$ cat config.mk
export PLATFORM = sky130hd
export DESIGN_NAME = control_top
export DESIGN_NICKNAME = d
export VERILOG_FILES = /design/src/hdl/control_pkg.sv /design/src/hdl/isa_pkg.sv /design/src/hdl/control_top.sv /design/src/hdl/control_register.sv /design/src/hdl/micro_decoder.sv /design/src/hdl/control_fsm.sv /design/src/hdl/step_counter.sv
export VERILOG_INCLUDE_DIRS = /design/src /design/src/hdl
export SDC_FILE = /design/constraint.sdc
export NUM_CORES = 1
export LEC_CHECK = 0
export BUFFER_PORTS_ARGS = -buffer_cell sky130_fd_sc_hd__clkbuf_2
export CAP_MARGIN = 20
export CORE_MARGIN = 2
export CORE_UTILIZATION = 42
export CTS_CLUSTER_SIZE = 12
export DETAILED_ROUTE_END_ITERATION = 12
export GPL_TIMING_DRIVEN = 0
export PLACE_DENSITY = 0.64
export SYNTH_ARGS = -nofsm -noshare
export SYNTH_HDL_FRONTEND = slang
export SYNTH_SLANG_ARGS = --single-unit
$ cat constraint.sdc
create_clock -name clk -period 2.5 [get_ports clk]
set_input_delay 0.125 -clock clk [delete_from_list [all_inputs] [get_ports clk]]
set_output_delay 0.125 -clock clk [all_outputs]
set_load 0.1 [all_outputs]
$ cat src/hdl/control_config.svh
`ifndef CONTROL_CONFIG_SVH
`define CONTROL_CONFIG_SVH

// datapath bus and instruction word
`define CTRL_DATA_W 16

// immediate field in the low byte of the instruction
`define CTRL_IMM_W 8

// one register field (x, y or z)
`define CTRL_REG_W 4

// micro-step count inside execute (up to 5 steps)
`define CTRL_STEP_W 3

// ALU operation select
`define CTRL_ALU_W 3

`endif
$ cat src/hdl/control_pkg.sv
`default_nettype none

`include "control_config.svh"

package control_pkg;

    typedef enum logic [2:0] {
        FETCH_ADDR,
        FETCH_DATA,
        FETCH_WAIT, // ir settles after ir_in
        EXECUTE,
        HALTED
    } phase_t;

    typedef logic [`CTRL_STEP_W-1:0] step_t;

    typedef logic [15:0] strobe_t;

    localparam int unsigned STB_MAR_IN       = 0;
    localparam int unsigned STB_MDR_IN       = 1;
    localparam int unsigned STB_MDR_OUT      = 2;
    localparam int unsigned STB_PC_OUT       = 3;
    localparam int unsigned STB_PC_JUMP      = 4;
    localparam int unsigned STB_PC_INCREMENT = 5;
    localparam int unsigned STB_TMP0_IN      = 6;
    localparam int unsigned STB_TMP1_IN      = 7;
    localparam int unsigned STB_ALU_OUT      = 8;
    localparam int unsigned STB_FLAGS_IN     = 9;
    localparam int unsigned STB_REG_IN       = 10;
    localparam int unsigned STB_REG_OUT      = 11;
    localparam int unsigned STB_IR_IN        = 12;
    localparam int unsigned STB_IN_OUT       = 13;
    localparam int unsigned STB_OUT_IN       = 14;
    localparam int unsigned STB_BUS_DRIVE    = 15; // unit drives bus_out

    // value placed on bus_out
    typedef enum logic [1:0] {
        CONST_NONE,
        CONST_IMM_ZX,
        CONST_REGX_ZX,
        CONST_ZERO
    } const_sel_t;

endpackage

`default_nettype wire

$ cat src/hdl/isa_pkg.sv
`default_nettype none

`include "control_config.svh"

package isa_pkg;

    typedef logic [`CTRL_DATA_W-1:0] word_t;

    // instruction groups in bits 15..12 with 5 unused
    typedef enum logic [3:0] {
        OP_SYS    = 4'd0, // halt, read, write, jump
        OP_SETN   = 4'd1,
        OP_LOADN  = 4'd2,
        OP_STOREN = 4'd3,
        OP_MEMR   = 4'd4, // loadr, storer
        OP_ADD    = 4'd6, // also copy and nop
        OP_SUB    = 4'd7, // also neg
        OP_MUL    = 4'd8,
        OP_DIV    = 4'd9,
        OP_MOD    = 4'd10,
        OP_JUMPN  = 4'd11,
        OP_JEQZ   = 4'd12,
        OP_JNEZ   = 4'd13,
        OP_JLTZ   = 4'd14,
        OP_JGTZ   = 4'd15
    } opcode_t;

    typedef enum logic [`CTRL_ALU_W-1:0] {
        ALU_ADD = 0,
        ALU_SUB = 1,
        ALU_MUL = 2,
        ALU_DIV = 3,
        ALU_MOD = 4
    } alu_op_t;

    typedef logic [`CTRL_REG_W-1:0] reg_idx_t;
    typedef logic [`CTRL_IMM_W-1:0] imm_t;

    // carry in bit 2 is not used by the branch rule
    typedef logic [2:0] flags_t;

    localparam int unsigned FLAG_ZERO = 1;
    localparam int unsigned FLAG_SIGN = 0;

endpackage

`default_nettype wire

$ cat src/hdl/control_top.sv
`default_nettype none

module control_top
    import isa_pkg::*;
    import control_pkg::*;
(
    input  wire         clk,
    input  wire         rst,
    input  wire         prog_load,
    input  wire word_t  ir_data,
    input  wire flags_t flags_data,

    output logic        mar_in,
    output logic        mdr_in,
    output logic        mdr_out,
    output logic        pc_out,
    output logic        pc_jump,
    output logic        pc_increment,
    output logic        tmp0_in,
    output logic        tmp1_in,
    output logic        alu_out,
    output logic        flags_in,
    output logic        reg_in,
    output logic        reg_out,
    output logic        ir_in,
    output logic        in_out,
    output logic        out_in,
    output logic        bus_drive,
    output reg_idx_t    reg_sel,
    output alu_op_t     alu_op,
    output word_t       bus_out,
    output logic        halt
);

    phase_t     phase;
    logic       step_clear;
    step_t      step;
    strobe_t    next_strobes;
    reg_idx_t   next_reg_sel;
    logic       sel_valid;
    alu_op_t    next_alu_op;
    const_sel_t next_const;
    logic       last_step;
    logic       halt_req;

    control_fsm control_fsm_inst (
        .clk        (clk),
        .rst        (rst),
        .prog_load  (prog_load),
        .last_step  (last_step),
        .halt_req   (halt_req),
        .phase      (phase),
        .step_clear (step_clear)
    );

    step_counter step_counter_inst (
        .clk        (clk),
        .rst        (rst),
        .step_clear (step_clear),
        .phase      (phase),
        .step       (step)
    );

    micro_decoder micro_decoder_inst (
        .phase        (phase),
        .step         (step),
        .ir_data      (ir_data),
        .flags_data   (flags_data),
        .next_strobes (next_strobes),
        .next_reg_sel (next_reg_sel),
        .sel_valid    (sel_valid),
        .next_alu_op  (next_alu_op),
        .next_const   (next_const),
        .last_step    (last_step),
        .halt_req     (halt_req)
    );

    control_register control_register_inst (
        .clk          (clk),
        .rst          (rst),
        .prog_load    (prog_load),
        .next_strobes (next_strobes),
        .next_reg_sel (next_reg_sel),
        .sel_valid    (sel_valid),
        .next_alu_op  (next_alu_op),
        .next_const   (next_const),
        .halt_req     (halt_req),
        .ir_data      (ir_data),
        .mar_in       (mar_in),
        .mdr_in       (mdr_in),
        .mdr_out      (mdr_out),
        .pc_out       (pc_out),
        .pc_jump      (pc_jump),
        .pc_increment (pc_increment),
        .tmp0_in      (tmp0_in),
        .tmp1_in      (tmp1_in),
        .alu_out      (alu_out),
        .flags_in     (flags_in),
        .reg_in       (reg_in),
        .reg_out      (reg_out),
        .ir_in        (ir_in),
        .in_out       (in_out),
        .out_in       (out_in),
        .bus_drive    (bus_drive),
        .reg_sel      (reg_sel),
        .alu_op       (alu_op),
        .bus_out      (bus_out),
        .halt         (halt)
    );

endmodule

`default_nettype wire

$ cat src/hdl/control_register.sv
`default_nettype none

module control_register
    import isa_pkg::*;
    import control_pkg::*;
(
    input  wire             clk,
    input  wire             rst,
    input  wire             prog_load,
    input  wire strobe_t    next_strobes,
    input  wire reg_idx_t   next_reg_sel,
    input  wire             sel_valid,
    input  wire alu_op_t    next_alu_op,
    input  wire const_sel_t next_const,
    input  wire             halt_req,
    input  wire word_t      ir_data,

    output logic            mar_in,
    output logic            mdr_in,
    output logic            mdr_out,
    output logic            pc_out,
    output logic            pc_jump,
    output logic            pc_increment,
    output logic            tmp0_in,
    output logic            tmp1_in,
    output logic            alu_out,
    output logic            flags_in,
    output logic            reg_in,
    output logic            reg_out,
    output logic            ir_in,
    output logic            in_out,
    output logic            out_in,
    output logic            bus_drive,
    output reg_idx_t        reg_sel,
    output alu_op_t         alu_op,
    output word_t           bus_out,
    output logic            halt
);

    strobe_t  strobes_q;
    imm_t     imm;
    reg_idx_t reg_x;

    assign imm   = ir_data[7:0];
    assign reg_x = ir_data[11:8];

    always_ff @(posedge clk) begin
        if (rst || prog_load) begin
            strobes_q <= '0; // silent while the program loads
        end
        else begin
            strobes_q <= next_strobes;
        end
    end

    always_ff @(posedge clk) begin
        if (rst) begin
            reg_sel <= '0;
            alu_op  <= ALU_ADD;
            halt    <= 1'b0;
        end
        else begin
            if (sel_valid) begin
                reg_sel <= next_reg_sel;
            end
            if (next_strobes[STB_ALU_OUT] || next_strobes[STB_FLAGS_IN]) begin
                alu_op <= next_alu_op;
            end
            if (halt_req && !prog_load) begin
                halt <= 1'b1; // sticky until rst
            end
        end
    end

    always_ff @(posedge clk) begin
        if (rst) begin
            bus_out <= '0;
        end
        else begin
            case (next_const)
            CONST_IMM_ZX:  bus_out <= word_t'(imm);
            CONST_REGX_ZX: bus_out <= word_t'(reg_x);
            default:       bus_out <= '0; // zero constant or idle
            endcase
        end
    end

    assign mar_in       = strobes_q[STB_MAR_IN];
    assign mdr_in       = strobes_q[STB_MDR_IN];
    assign mdr_out      = strobes_q[STB_MDR_OUT];
    assign pc_out       = strobes_q[STB_PC_OUT];
    assign pc_jump      = strobes_q[STB_PC_JUMP];
    assign pc_increment = strobes_q[STB_PC_INCREMENT];
    assign tmp0_in      = strobes_q[STB_TMP0_IN];
    assign tmp1_in      = strobes_q[STB_TMP1_IN];
    assign alu_out      = strobes_q[STB_ALU_OUT];
    assign flags_in     = strobes_q[STB_FLAGS_IN];
    assign reg_in       = strobes_q[STB_REG_IN];
    assign reg_out      = strobes_q[STB_REG_OUT];
    assign ir_in        = strobes_q[STB_IR_IN];
    assign in_out       = strobes_q[STB_IN_OUT];
    assign out_in       = strobes_q[STB_OUT_IN];
    assign bus_drive    = strobes_q[STB_BUS_DRIVE];

    // the external bus merge expects a single driver per cycle
    one_bus_source_a: assert property (@(posedge clk) disable iff (rst)
        $onehot0({pc_out, mdr_out, reg_out, alu_out, in_out, bus_drive}))
        else $error("more than one bus source active");

endmodule

`default_nettype wire

$ cat src/hdl/micro_decoder.sv
`default_nettype none

module micro_decoder
    import isa_pkg::*;
    import control_pkg::*;
(
    input  wire phase_t phase,
    input  wire step_t  step,
    input  wire word_t  ir_data,
    input  wire flags_t flags_data,
    output strobe_t     next_strobes,
    output reg_idx_t    next_reg_sel,
    output logic        sel_valid,
    output alu_op_t     next_alu_op,
    output const_sel_t  next_const,
    output logic        last_step,
    output logic        halt_req
);

    opcode_t  op;
    reg_idx_t reg_x;
    reg_idx_t reg_y;
    reg_idx_t reg_z;
    logic     is_store;
    logic     take_branch;
    alu_op_t  group_op;

    assign op    = opcode_t'(ir_data[15:12]);
    assign reg_x = ir_data[11:8];
    assign reg_y = ir_data[7:4];
    assign reg_z = ir_data[3:0];

    // storen, or storer when sub-code bit 0 is set
    assign is_store = (op == OP_STOREN) || (op == OP_MEMR && ir_data[0]);

    always_comb begin
        case (op)
        OP_JEQZ: take_branch = flags_data[FLAG_ZERO];
        OP_JNEZ: take_branch = !flags_data[FLAG_ZERO];
        OP_JLTZ: take_branch = flags_data[FLAG_SIGN];
        OP_JGTZ: take_branch = !flags_data[FLAG_SIGN] && !flags_data[FLAG_ZERO];
        default: take_branch = 1'b0;
        endcase
    end

    always_comb begin
        case (op)
        OP_SUB:  group_op = ALU_SUB;
        OP_MUL:  group_op = ALU_MUL;
        OP_DIV:  group_op = ALU_DIV;
        OP_MOD:  group_op = ALU_MOD;
        default: group_op = ALU_ADD; // add, copy, nop
        endcase
    end

    always_comb begin
        next_strobes = '0;
        next_reg_sel = '0;
        next_alu_op  = ALU_ADD;
        next_const   = CONST_NONE;
        last_step    = 1'b0;
        halt_req     = 1'b0;
        case (phase)
        FETCH_ADDR: begin
            next_strobes[STB_PC_OUT] = 1'b1;
            next_strobes[STB_MAR_IN] = 1'b1;
        end
        FETCH_DATA: begin
            next_strobes[STB_MDR_OUT]      = 1'b1;
            next_strobes[STB_IR_IN]        = 1'b1;
            next_strobes[STB_PC_INCREMENT] = 1'b1;
        end
        EXECUTE: begin
            case (op)
            OP_SYS: begin
                last_step = 1'b1;
                case (ir_data[1:0])
                2'b00: halt_req = 1'b1;
                2'b01: begin // read
                    next_strobes[STB_IN_OUT] = 1'b1;
                    next_strobes[STB_REG_IN] = 1'b1;
                    next_reg_sel = reg_x;
                end
                2'b10: begin // write
                    next_strobes[STB_OUT_IN]  = 1'b1;
                    next_strobes[STB_REG_OUT] = 1'b1;
                    next_reg_sel = reg_x;
                end
                default: begin // jump to x field
                    next_strobes[STB_PC_JUMP] = 1'b1;
                    next_const = CONST_REGX_ZX;
                end
                endcase
            end
            OP_SETN: begin
                last_step = 1'b1;
                next_strobes[STB_REG_IN] = 1'b1;
                next_reg_sel = reg_x;
                next_const   = CONST_IMM_ZX;
            end
            OP_LOADN, OP_STOREN, OP_MEMR: begin
                if (step == '0) begin
                    next_strobes[STB_MAR_IN] = 1'b1;
                    if (op == OP_MEMR) begin
                        next_strobes[STB_REG_OUT] = 1'b1; // address from y
                        next_reg_sel = reg_y;
                    end
                    else begin
                        next_const = CONST_IMM_ZX;
                    end
                end
                else begin
                    last_step    = 1'b1;
                    next_reg_sel = reg_x;
                    next_strobes[STB_MDR_IN]  = is_store;
                    next_strobes[STB_REG_OUT] = is_store;
                    next_strobes[STB_MDR_OUT] = !is_store;
                    next_strobes[STB_REG_IN]  = !is_store;
                end
            end
            OP_ADD, OP_SUB, OP_MUL, OP_DIV, OP_MOD: begin
                case (step)
                3'd0: begin
                    next_strobes[STB_TMP0_IN] = 1'b1;
                    next_strobes[STB_REG_OUT] = 1'b1;
                    next_reg_sel = (op == OP_SUB) ? reg_y : reg_z; // sub swaps operands
                end
                3'd1: begin
                    next_strobes[STB_TMP1_IN] = 1'b1;
                    next_strobes[STB_REG_OUT] = 1'b1;
                    next_reg_sel = (op == OP_SUB) ? reg_z : reg_y;
                end
                default: begin
                    last_step = 1'b1;
                    next_strobes[STB_ALU_OUT] = 1'b1;
                    next_strobes[STB_REG_IN]  = 1'b1;
                    next_reg_sel = reg_x;
                    next_alu_op  = group_op;
                end
                endcase
            end
            OP_JUMPN: begin
                last_step = 1'b1;
                next_strobes[STB_PC_JUMP] = 1'b1;
                next_const = CONST_IMM_ZX;
            end
            OP_JEQZ, OP_JNEZ, OP_JLTZ, OP_JGTZ: begin
                case (step)
                3'd0: begin
                    next_strobes[STB_TMP0_IN] = 1'b1;
                    next_strobes[STB_REG_OUT] = 1'b1;
                    next_reg_sel = reg_x;
                end
                3'd1: begin
                    next_strobes[STB_TMP1_IN] = 1'b1;
                    next_const = CONST_ZERO;
                end
                3'd2: next_strobes[STB_FLAGS_IN] = 1'b1; // x + 0 sets the flags
                3'd3: ; // flags register loads here
                default: begin
                    last_step = 1'b1;
                    next_strobes[STB_PC_JUMP] = take_branch;
                    next_const = take_branch ? CONST_IMM_ZX : CONST_NONE;
                end
                endcase
            end
            default: last_step = 1'b1; // opcode 5
            endcase
        end
        default: ; // fetch wait and halted are silent
        endcase
        next_strobes[STB_BUS_DRIVE] = (next_const != CONST_NONE);
        sel_valid = next_strobes[STB_REG_IN] || next_strobes[STB_REG_OUT];
    end

endmodule

`default_nettype wire

$ cat src/hdl/control_fsm.sv
`default_nettype none

module control_fsm
    import control_pkg::*;
(
    input  wire  clk,
    input  wire  rst,
    input  wire  prog_load,
    input  wire  last_step,
    input  wire  halt_req,
    output phase_t phase,
    output logic step_clear
);

    phase_t phase_nxt;

    always_comb begin
        phase_nxt = phase;
        case (phase)
        FETCH_ADDR: phase_nxt = FETCH_DATA;
        FETCH_DATA: phase_nxt = FETCH_WAIT;
        FETCH_WAIT: phase_nxt = EXECUTE;
        EXECUTE: begin
            if (last_step) begin
                phase_nxt = halt_req ? HALTED : FETCH_ADDR;
            end
        end
        default: phase_nxt = HALTED; // only rst gets out
        endcase
    end

    always_ff @(posedge clk) begin
        if (rst) begin
            phase <= FETCH_ADDR;
        end
        else if (prog_load && phase != HALTED) begin
            phase <= FETCH_ADDR; // loader owns the bus
        end
        else begin
            phase <= phase_nxt;
        end
    end

    // counter restarts at every instruction boundary
    assign step_clear = prog_load || (phase == EXECUTE && last_step);

    halted_sticky_a: assert property (@(posedge clk) disable iff (rst)
        phase == HALTED |=> phase == HALTED)
        else $error("left HALTED without reset");

endmodule

`default_nettype wire

$ cat src/hdl/step_counter.sv
`default_nettype none

module step_counter
    import control_pkg::*;
(
    input  wire         clk,
    input  wire         rst,
    input  wire         step_clear,
    input  wire phase_t phase,
    output step_t       step
);

    always_ff @(posedge clk) begin
        if (rst || step_clear) begin
            step <= '0;
        end
        else if (phase == EXECUTE) begin
            step <= step + 1'b1; // one micro-step per cycle
        end
    end

    // longest microcode (conditional jump) ends at step 4
    step_range_a: assert property (@(posedge clk) disable iff (rst) step <= 3'd4)
        else $error("step counter ran past 4");

endmodule

`default_nettype wire

==> metrics.log, run 1 <==
[metrics] global router's overall resource usage: 18.7%
[metrics] Cell variety after synth: 57
[metrics] Yosys top cell by area: sky130_fd_sc_hd__dfxtp_1
[metrics] cell depth of the worst flop-to-flop path: 9
[metrics] period utilisation layout: roughly nine tenths
[metrics] Detailed Route Iter0 Violations: about 140
[metrics] Hold Crit Class: in2reg
[metrics] post-layout instance count excluding filler cells: 373
[metrics] RSZ-0062 raised after global routing: false
[metrics] most common cell type on the critical path: sky130_fd_sc_hd__ha_1
[metrics] post-synth design cell area: 0.00209 mm^2
[metrics] element type at the critical path start: register
[metrics] data required time at the worst endpoint: approximately 2700 ps
[metrics] post-CTS repair timing setup buffer count: 0
[metrics] commonest register cell after synthesis: sky130_fd_sc_hd__dfxtp_1
[metrics] total number of H-tree levels: 2
[metrics] routed via count divided by cell count: just over 5
[metrics] number of placement rows: 25
[metrics] slowest stage delay, CP: 390 ps
[metrics] worst supply voltage drop on vdd: 0.273 mV
[metrics] wire length of the first global-routing pass: just under 8000 um
[metrics] final weighted congestion in routability-driven placement: 0.882
[metrics] sum of negative setup slack: 0 ps
[metrics] Longest Clk Path Bufs: 2
[metrics] share of the synthesized area in the top cell type: 35.4%
[metrics] leakage component of the power: 0.00114 uW
[metrics] CP Capture Type: register
[metrics] cell count along the critical path: 9
[metrics] CP Max Fanout: 7
[metrics] skew final: between 9 and 10 ps
[metrics] count of mapped cells out of synthesis: 241
[metrics] average detailed-routed wire length per instance: 13.7 um
[metrics] number of max-slew violations in the final report: 0
[metrics] Buffers on Ports: 50
[metrics] total number of clock tree sinks: 37
[metrics] average footprint of a synthesized cell: 8.67 um^2
[metrics] Hold Fails Final Rpt: 0
[metrics] worst path cell trace: inv_1 -> ha_1 -> nor2b_2 -> mux2i_1 -> o31a_1 -> a21oi_1 -> ha_1 -> nor2b_1 -> and2_1
[metrics] tightest slew margin relative to the limit: between 60% and 70%
[metrics] starting density of the core: about 44%
[metrics] instance area at placement: 0.00245 mm^2
[metrics] leading cell types in the layout, fill and taps excluded: sky130_fd_sc_hd__clkbuf_2, sky130_fd_sc_hd__nor2_1, sky130_fd_sc_hd__dfxtp_1
[metrics] critical path's top delay family: simple AND/OR/NAND/NOR gates
[metrics] hpwl dp: 3910 um
[metrics] clock tree from TritonCTS: built
[metrics] Max Clock Freq: 453 MHz
[metrics] final setup violation count: 0
[metrics] number of ports placed on the die boundary: 62
[metrics] post-synthesis async set-or-reset flop share: 0%
[metrics] Die Area: around 0.0056 mm^2
[metrics] global route overflow: 0
[metrics] data arrival at the endpoint of the critical path: 2440 ps
[metrics] post-CTS clock slew at the launch and capture registers of the worst setup and hold paths: 80 ps
[metrics] number of buffers created by CTS: 5
[metrics] slew at the pin with the worst max-slew slack: 589 ps
[metrics] crit path time final: 2210 ps
[metrics] outcome: finished clean
[metrics] power density of the placed cells: about 570 mW/mm^2
[metrics] height of the chip: 74.5 um
[metrics] number of global-route vias before repair: approximately 1600
[metrics] sequential area share after synthesis: 35.4%
[metrics] Crit Path Category: reg2reg
[metrics] later-pin clock latency in the skew report: a little under 300 ps
[metrics] Die Width: 74.5 um
[metrics] slowest cell on the critical path: sky130_fd_sc_hd__dfxtp_1
[metrics] Antenna Violating Nets Remaining: 0
[metrics] finished layout cell area: roughly 0.0026 mm^2
[metrics] clock root buffer: sky130_fd_sc_hd__clkbuf_8
[metrics] residual DRC count: 0
[metrics] Filler Cell Count: 484
[metrics] buffering stage count on the worst path with inverters included: 1
[metrics] area of combinational cells with multiple inputs: 0.00119 mm^2
[metrics] placed cell count: 365
[metrics] Storage cell area: 741 um^2
[metrics] CTS Hold Bufs: 0
[metrics] Worst Hold Slack: approximately 91 ps
[metrics] share of post-route cells with drive strength above 1: roughly a third
[metrics] register bit total from synthesis: 37
[metrics] Core Region: 0.00475 mm^2
[metrics] Routed WL: 5100 um
[metrics] leading cell types by total area after synthesis: sky130_fd_sc_hd__dfxtp_1, sky130_fd_sc_hd__nor2_1, sky130_fd_sc_hd__ha_1, sky130_fd_sc_hd__buf_4, sky130_fd_sc_hd__a21oi_1
[metrics] cts repair resizes: 0
[metrics] post-route core utilization: 54.4%
[metrics] routed vias: roughly 1900
[metrics] pin count of the biggest net entering global routing: 14
[metrics] Ys Warns: 0
[metrics] number of cells on the worst hold path: 2
[metrics] number of antenna repair diodes: 0
[metrics] total of max-cap violations: 0
[metrics] number of enable flip-flop cells after synthesis: 0
[metrics] count of nets after finishing: 338
[metrics] antenna violations before repair: 0
[metrics] total iterations of the first detailed-routing run: 4
[metrics] synth-to-layout area growth: 23.8%
[metrics] most common cell after layout, fill and taps aside: sky130_fd_sc_hd__clkbuf_2
[power breakdown]
| group | internal, uW | leakage (uW) | switching [uW] |
|---|---|---|---|
| clock network | 402 | 0.0000687 | 230 |
| logic | 69.4 | 0.000775 | 171 |
| registers | 593 | 0.000299 | 3.41 |
[synth_stat cells (3+ instances only)]
master	count
sky130_fd_sc_hd__a21oi_1	12
sky130_fd_sc_hd__a221oi_1	4
sky130_fd_sc_hd__a22oi_1	8
sky130_fd_sc_hd__a32oi_1	5
sky130_fd_sc_hd__and2_1	5
sky130_fd_sc_hd__buf_2	5
sky130_fd_sc_hd__buf_4	13
sky130_fd_sc_hd__buf_6	3
sky130_fd_sc_hd__dfxtp_1	37
sky130_fd_sc_hd__ha_1	11
sky130_fd_sc_hd__inv_1	8
sky130_fd_sc_hd__mux2i_1	3
sky130_fd_sc_hd__nand2_1	16
sky130_fd_sc_hd__nand2b_1	3
sky130_fd_sc_hd__nor2_1	39
sky130_fd_sc_hd__nor3_1	4
sky130_fd_sc_hd__nor4_1	4
sky130_fd_sc_hd__o21ai_0	8
sky130_fd_sc_hd__o2bb2ai_1	4
sky130_fd_sc_hd__or2_2	3
sky130_fd_sc_hd__or3_1	3
[final cells by class]
type	instances	share of cell area (%)
Buffer	21	6.04
Clock buffer	5	2.66
Timing Repair Buffer	50	9.67
Tap cell	67	3.24
Multi-Input combinational cell	182	45.9
Inverter	8	1.16
Clock inverter	3	2.66
Sequential cell	37	28.6
[registers in the layout, summed over array words and instances (netlist names)]
register                         count
control_fsm_inst.phase               3
control_register_inst.alu_op         3
control_register_inst.bus_out        8
control_register_inst.halt           1
control_register_inst.reg_sel        4
control_register_inst.strobes_q     15
step_counter_inst.step               3
[routing by layer]
| metal | vias up | share of wire, % | global-route usage, % | wire length, um |
|---|---|---|---|---|
| li1 | 961 | - | - | - |
| met1 | 850 | 47 | 28.0 | 2390 |
| met2 | 84 | 45 | 27.2 | 2290 |
| met3 | 13 | 6.8 | 3.93 | 347 |
| met4 | 0 | 1.6 | 4.96 | 82 |
| met5 | - | 0 | 0 | 0 |
[path summary, 6_finish.rpt]
kind	to	startpoint	slack, ps
max reg2reg	control_register_inst.bus_out[4]	step_counter_inst.step[1]	290
min	control_register_inst.bus_out[7]	ir_data[7]	90
max	control_register_inst.bus_out[4]	step_counter_inst.step[1]	290
min reg2reg	control_register_inst.reg_sel[1]	control_register_inst.reg_sel[1]	460
[kinds of logic (layout without fill, tap and decap cells)]
| logic type | Yosys count | in the layout | share of synthesized area [%] |
|---|---|---|---|
| buffers and inverters | 29 | 87 | 8.92 |
| DFF | 37 | 37 | 35.4 |
| other | 1 | 8 | 0.179 |
| adders and majority gates | 11 | 11 | 6.59 |
| and+or+nand+nor | 97 | 97 | 25.5 |
| AOI/OAI and AO/OA | 59 | 59 | 19.8 |
| xor gates and xnor gates | 2 | 2 | 0.838 |
| muxes | 5 | 5 | 2.75 |
[stage by stage]
stage | power [uW] | setup slack (ps)
after detailed placement | 847 | 337
after global placement | 846 | 348
final | 1470 | 294
after CTS | 1480 | 296
after global routing | 1520 | 96.3
after floorplan | 795 | 621
No activity file was read; power rests on OpenSTA's default activity.
==> run 2, diff against run 1 <==
clock period = 2.1 ns   (was 2.5 ns; I/O delays follow)
==> metrics.log, run 2 (synthesis results as in run 1) <==
[metrics] starting density of the core: 43.9% (unchanged)
[metrics] Clk network pwr share: 42.7% (-0.3 points)
[metrics] Comb pwr share: 16.8% (+0.4 points)
[metrics] Die Area: 0.00556 mm^2 (unchanged)
[metrics] placed cell count: 365 (unchanged)
[metrics] number of ports placed on the die boundary: 62 (unchanged)
[metrics] share of post-route cells with drive strength above 1: 36.5% (+4.5 points)
[metrics] data required time at the worst endpoint: 2280 ps (-460 ps)
[metrics] Hold Crit Class: in2reg
[metrics] average detailed-routed wire length per instance: 13.9 um (+1.3%)
[metrics] skew final: 9.24 ps (-0.306 ps)
[metrics] data arrival at the endpoint of the critical path: 2180 ps (-260 ps)
[metrics] routed vias: 1912 (+0.21%)
[metrics] endpoint of the worst hold path: control_register_inst.strobes_q[15]
[metrics] post-layout instance count excluding filler cells: 374 (+0.27%)
[metrics] leakage component of the power: 0.00116 uW (+1.8%)
[metrics] routed via count divided by cell count: 5.11 (about the same)
[metrics] CP Max Fanout: 7 (unchanged)
[metrics] final setup violation count: 0 (unchanged)
[metrics] number of antenna repair diodes: 0 (unchanged)
[metrics] Detailed Route Iter0 Violations: 123 (-15%)
[metrics] sum of negative setup slack: 0 ps (unchanged)
[metrics] switching share of total power: 27.5% (about the same)
[metrics] clock root buffer: sky130_fd_sc_hd__clkbuf_8
[metrics] sequential share of power: 40.5% (about the same)
[metrics] number of placement rows: 25 (unchanged)
[metrics] max reg flops: 15 (unchanged)
[metrics] number of buffers created by CTS: 5 (unchanged)
[metrics] number of global-route vias before repair: 1655 (+1.3%)
[metrics] finished layout cell area: 0.00265 mm^2 (+2.5%)
[metrics] global router's overall resource usage: 18.9% (+0.20 points)
[metrics] crit path time final: 2000 ps (-202 ps)
[metrics] total iterations of the first detailed-routing run: 4 (unchanged)
[metrics] Biggest register: control_register_inst.strobes_q
[metrics] Longest Clk Path Bufs: 2 (unchanged)
[metrics] crit path from: step_counter_inst.step[1]
[metrics] origin of the critical flop-to-flop path: step_counter_inst.step[1]
[metrics] total internal power: 1270 uW (+19%)
[metrics] total number of H-tree levels: 2 (unchanged)
[metrics] CP Capture Type: register
[metrics] residual DRC count: 0 (unchanged)
[metrics] Antenna Violating Nets Remaining: 0 (unchanged)
[metrics] endpoint of the lowest-slack register-to-register path: control_register_inst.bus_out[3]
[metrics] element type at the critical path start: register
[metrics] most common cell after layout, fill and taps aside: sky130_fd_sc_hd__clkbuf_2
[metrics] later-pin clock latency in the skew report: 290 ps (about the same)
[metrics] period utilisation layout: 95.4% (+7.2 points)
[metrics] hpwl dp: 3910 um (unchanged)
[metrics] Max Clock Freq: 499 MHz (+10%)
[metrics] Core Region: 0.00475 mm^2 (unchanged)
[metrics] Die Width: 74.5 um (unchanged)
[metrics] highest routed layer: met4
[metrics] outcome: finished clean
[metrics] total number of clock tree sinks: 37 (unchanged)
[metrics] largest registers: control_register_inst.strobes_q: 15 flops, control_register_inst.bus_out: 8 flops, control_register_inst.reg_sel: 4 flops
[metrics] Routed WL: 5180 um (+1.5%)
[metrics] total length of routed met2 wires: 2370 um (+3.6%)
[metrics] synth-to-layout area growth: 26.9%
[metrics] pin count of the biggest net entering global routing: 14 (unchanged)
[metrics] slew at the pin with the worst max-slew slack: 599 ps (+10.4 ps)
[metrics] Crit Path Category: reg2reg
[metrics] worst supply voltage drop on vdd: 0.322 mV (+18%)
[metrics] reg2reg setup slack: 100 ps (-200 ps)
[metrics] number of max-slew violations in the final report: 0 (unchanged)
[metrics] met1 layer wirelength in the final routing: 2420 um (+1.4%)
[metrics] detailed-routed wire length on met3: 356 um (+2.6%)
[metrics] CTS Hold Bufs: 0 (unchanged)
[metrics] leading cell types in the layout, fill and taps excluded: sky130_fd_sc_hd__clkbuf_2, sky130_fd_sc_hd__nor2_1, sky130_fd_sc_hd__dfxtp_1
[metrics] cell depth of the worst flop-to-flop path: 9 (unchanged)
[metrics] clock tree from TritonCTS: built
[metrics] antenna violations before repair: 0 (unchanged)
[metrics] Worst Hold Slack: 72.9 ps (-17.7 ps)
[metrics] wire length of the first global-routing pass: 8000 um (+1.1%)
[metrics] Buffers on Ports: 50 (unchanged)
[metrics] switching power of the nets: 483 uW (+19%)
[metrics] power density of the placed cells: 661 mW/mm^2 (+16%)
[metrics] height of the chip: 74.5 um (unchanged)
[metrics] number of cells on the worst hold path: 2 (unchanged)
[metrics] final weighted congestion in routability-driven placement: 0.882 (unchanged)
[metrics] tightest slew margin relative to the limit: 59.9% (-0.18 points)
[metrics] Hold Fails Final Rpt: 0 (unchanged)
[metrics] Hold Startpoint: prog_load
[metrics] global route overflow: 0 (unchanged)
[metrics] instance area at placement: 0.00245 mm^2 (unchanged)
[metrics] count of nets after finishing: 339 (+0.30%)
[metrics] post-CTS clock slew at the launch and capture registers of the worst setup and hold paths: 80 ps (about the same)
[metrics] total of max-cap violations: 0 (unchanged)
run 2: cell types whose count changed in the layout (fill, tap and decap cells not counted), sizes merged:
cell / previous run / this run
buf: 21 / 22
run 2: worst max path at each step:
stage	end	slack (ps)
final	control_register_inst.bus_out[3]	100
after global routing	control_register_inst.bus_out[4]	-7
after CTS	control_register_inst.bus_out[4]	20
after detailed placement	control_register_inst.bus_out[7]	-60
after global placement	control_register_inst.bus_out[7]	-50
after floorplan	control_register_inst.bus_out[0]	220
run 2: what timing repair did:
action	CTS	global route
pin swaps	0	1
setup endpoints to repair	9	12
resized for setup	5	11
buffers inserted	0	1
hold endpoints to repair	0	0
run 2: per-stage QoR:
step	setup WS (ps)	total power [uW]	utilization, %
2_1_floorplan	221	946	-
3_3_place_gp	-52.1	1010	51.5
3_5_place_dp	-62.9	1010	51.5
4_1_cts	15.9	1760	54.9
5_1_grt	-6.87	1810	55.8
6_report	96.2	1750	55.8
run 2: metal layers:
metal / up-vias / track usage (%)
met3: 6 / 3.93
met1: 869 / 28.1
met2: 76 / 27.3
met4: 0 / 5.75
met5: - / 0
li1: 961 / -
run 2: area by class of cell:
cell class                      count  area [um^2]
Buffer                             21          156
Multi-Input combinational cell    182         1240
Sequential cell                    37          747
Clock inverter                      3         68.8
Fill cell                         482         2100
Tap cell                           67         83.8
Timing Repair Buffer               51          258
Inverter                            8         30.0
Clock buffer                        5         68.8
run 2: critical path, stage by stage, from the launching register on:
cell	delay [ps]
sky130_fd_sc_hd__dfxtp_4	380
sky130_fd_sc_hd__inv_1	80
sky130_fd_sc_hd__ha_2	190
sky130_fd_sc_hd__nor2b_4	210
sky130_fd_sc_hd__mux2i_1	100
sky130_fd_sc_hd__o31a_1	260
sky130_fd_sc_hd__a21o_1	190
sky130_fd_sc_hd__ha_1	290
sky130_fd_sc_hd__nand2b_1	130
sky130_fd_sc_hd__nor2_1	70
run 2: power groups by stage:
| stage | combinational [uW] | clock (uW) | sequential, uW |
|---|---|---|---|
| final | 294 | 749 | 710 |
| after global routing | 313 | 789 | 710 |
| after CTS | 285 | 763 | 711 |
| after detailed placement | 282 | 0 | 727 |
| after global placement | 281 | 0 | 727 |
| after floorplan | 193 | 0 | 754 |
==> run 3, diff against run 2 <==
PLACE_DENSITY = 0.67   (was 0.64)
==> metrics.log, run 3 (synthesis results as in run 1) <==
[metrics] worst path cell trace: nand2_1 -> nor2_4 -> o221ai_1 -> or2_2 -> ha_2 -> buf_4 -> a22oi_1 -> nor2_1
[metrics] origin of the critical flop-to-flop path: control_fsm_inst.phase[1]
[metrics] routed via count divided by cell count: 5.19 (+1.6%)
[metrics] crit path from: control_fsm_inst.phase[1]
[metrics] final setup violation count: 0 (unchanged)
[metrics] total length of routed met2 wires: 2370 um (about the same)
[metrics] tightest slew margin relative to the limit: 63.8% (+3.9 points)
[metrics] final weighted congestion in routability-driven placement: 0.897 (+1.8%)
[metrics] later-pin clock latency in the skew report: 280 ps (about the same)
[metrics] clock tree from TritonCTS: built
[metrics] total iterations of the first detailed-routing run: 4 (unchanged)
[metrics] Detailed Route Iter0 Violations: 95 (-23%)
[metrics] Buffers on Ports: 50 (unchanged)
[metrics] total of max-cap violations: 0 (unchanged)
[metrics] CP Max Fanout: 7 (unchanged)
[metrics] Max Clock Freq: 509 MHz (+2.0%)
[metrics] Hold Startpoint: ir_data[2]
[metrics] Hold Fails Final Rpt: 0 (unchanged)
[metrics] outcome: finished clean
[metrics] largest registers: control_register_inst.strobes_q: 15 flops, control_register_inst.bus_out: 8 flops, control_register_inst.reg_sel: 4 flops
[metrics] hpwl dp: 4070 um (+4.1%)
[metrics] element type at the critical path start: register
[metrics] most common cell after layout, fill and taps aside: sky130_fd_sc_hd__clkbuf_2
[metrics] Hold Crit Class: in2reg
[metrics] starting density of the core: 43.9% (unchanged)
[metrics] Antenna Violating Nets Remaining: 0 (unchanged)
[metrics] skew final: 5.20 ps (-4.05 ps)
[metrics] total number of clock tree sinks: 37 (unchanged)
[metrics] crit path time final: 1960 ps (-40.2 ps)
[metrics] Crit Path Category: reg2reg
[metrics] Die Area: 0.00556 mm^2 (unchanged)
[metrics] pin count of the biggest net entering global routing: 12 (-2)
[metrics] Core Region: 0.00475 mm^2 (unchanged)
[metrics] power density of the placed cells: 586 mW/mm^2 (-11%)
[metrics] Filler Cell Count: 484 (+0.41%)
[metrics] leading cell types in the layout, fill and taps excluded: sky130_fd_sc_hd__clkbuf_2, sky130_fd_sc_hd__nor2_1, sky130_fd_sc_hd__dfxtp_1
[metrics] number of antenna repair diodes: 0 (unchanged)
[metrics] wire length of the first global-routing pass: 8480 um (+6.0%)
[metrics] share of post-route cells with drive strength above 1: 36.6% (+0.087 points)
[metrics] Storage cell area: 747 um^2 (unchanged)
[metrics] Die Width: 74.5 um (unchanged)
[metrics] synth-to-layout area growth: 25.8%
[metrics] Routed WL: 5220 um (+0.68%)
[metrics] data required time at the worst endpoint: 2280 ps (about the same)
[metrics] global route overflow: 0 (unchanged)
[metrics] number of buffers created by CTS: 5 (unchanged)
[metrics] post-layout instance count excluding filler cells: 376 (+0.53%)
[metrics] max reg flops: 15 (unchanged)
[metrics] data arrival at the endpoint of the critical path: 2150 ps (-30 ps)
[metrics] CP Capture Type: register
[metrics] highest routed layer: met4
[metrics] post-CTS clock slew at the launch and capture registers of the worst setup and hold paths: 70 ps (about the same)
[metrics] worst supply voltage drop on vdd: 0.230 mV (-28%)
[metrics] number of max-slew violations in the final report: 0 (unchanged)
[metrics] period utilisation layout: 93.5% (-1.9 points)
[metrics] area of combinational cells with multiple inputs: 0.00124 mm^2 (-0.20%)
[metrics] leakage component of the power: 0.00116 uW (-0.43%)
[metrics] slowest cell on the critical path: sky130_fd_sc_hd__dfxtp_2
[metrics] clock root buffer: sky130_fd_sc_hd__clkbuf_8
[metrics] RSZ-0062 raised after global routing: false
[metrics] number of global-route vias before repair: 1774 (+7.2%)
[metrics] slowest stage delay, CP: 390 ps (about the same)
[metrics] met1 layer wirelength in the final routing: 2380 um (-1.6%)
[metrics] Biggest register: control_register_inst.strobes_q
[metrics] Worst Hold Slack: 71.6 ps (-1.35 ps)
[metrics] detailed-routed wire length on met3: 369 um (+3.7%)
[metrics] average detailed-routed wire length per instance: 13.9 um (+0.14%)
[metrics] height of the chip: 74.5 um (unchanged)
[metrics] residual DRC count: 0 (unchanged)
[metrics] global router's overall resource usage: 20.3% (+1.4 points)
[metrics] total number of H-tree levels: 2 (unchanged)
[metrics] count of nets after finishing: 341 (+0.59%)
[metrics] placed cell count: 365 (unchanged)
[metrics] routed vias: 1953 (+2.1%)
[metrics] number of placement rows: 25 (unchanged)
[metrics] antenna violations before repair: 0 (unchanged)
[metrics] Longest Clk Path Bufs: 2 (unchanged)
[metrics] number of ports placed on the die boundary: 62 (unchanged)
[metrics] slew at the pin with the worst max-slew slack: 545 ps (-54.3 ps)
==> run 3: path summary, 6_finish.rpt <==
path,to,depth (start not counted),slack (ps)
setup / recovery,control_register_inst.bus_out[1],8,140
hold / removal,control_register_inst.bus_out[2],3,70
setup reg to reg,control_register_inst.bus_out[1],8,140
hold reg to reg,control_register_inst.halt,2,470
==> run 3: area by class of cell <==
| class | count | share of cell area [%] |
|---|---|---|
| Sequential cell | 37 | 28.4 |
| Inverter | 8 | 1.14 |
| Tap cell | 67 | 3.19 |
| Timing Repair Buffer | 53 | 10.4 |
| Clock inverter | 1 | 0.190 |
| Buffer | 21 | 5.95 |
| Multi-Input combinational cell | 182 | 47.1 |
| Clock buffer | 7 | 3.66 |
==> run 3: routing by layer <==
layer	vias up	global-route usage, %
li1	974	-
met1	886	27.8
met2	83	30.7
met3	10	4.20
met4	0	9.13
met5	-	0
==> run 3: critical path, delay by kind of cell (launching register included) <==
kind	cells	cell delay (ps)
AO/OA/AOI/OAI	2	340
adder cells (fa/ha/maj)	1	230
buffers and inverters	1	140
flip-flops	1	390
AND/OR/NAND/NOR	4	760
==> run 3: report_power, final <==
part           switching (uW)  total (uW)  internal (uW)
Clock                     244         541            297
Sequential               4.09         710            706
Combinational             205         290           84.5
Total                     454        1540           1090
==> run 3: timing repair <==
| action | in CTS | in global routing |
|---|---|---|
| gates resized for setup | 7 | 9 |
| pin swaps | 0 | 1 |
| buffers inserted | 2 | 1 |
| hold endpoints to repair | 0 | 0 |
| gates cloned | 0 | 0 |
| hold buffers | 0 | 0 |
| endpoints found under the setup margin | 11 | 16 |
==> run 3: through the flow <==
| step | TNS, ps | worst slack (ps) | power, uW | util [%] | instance area (um^2) |
|---|---|---|---|---|---|
| floorplan | 0 | 221 | 946 | - | 2120 |
| global placement | -242 | -54.0 | 1010 | 51.5 | 2450 |
| detailed placement | -677 | -104 | 1010 | 51.5 | 2450 |
| CTS | 0 | 8.73 | 1550 | 54.6 | 2600 |
| global route | 0 | 1.41 | 1610 | 55.3 | 2630 |
| finish | 0 | 136 | 1540 | 55.3 | 2630 |
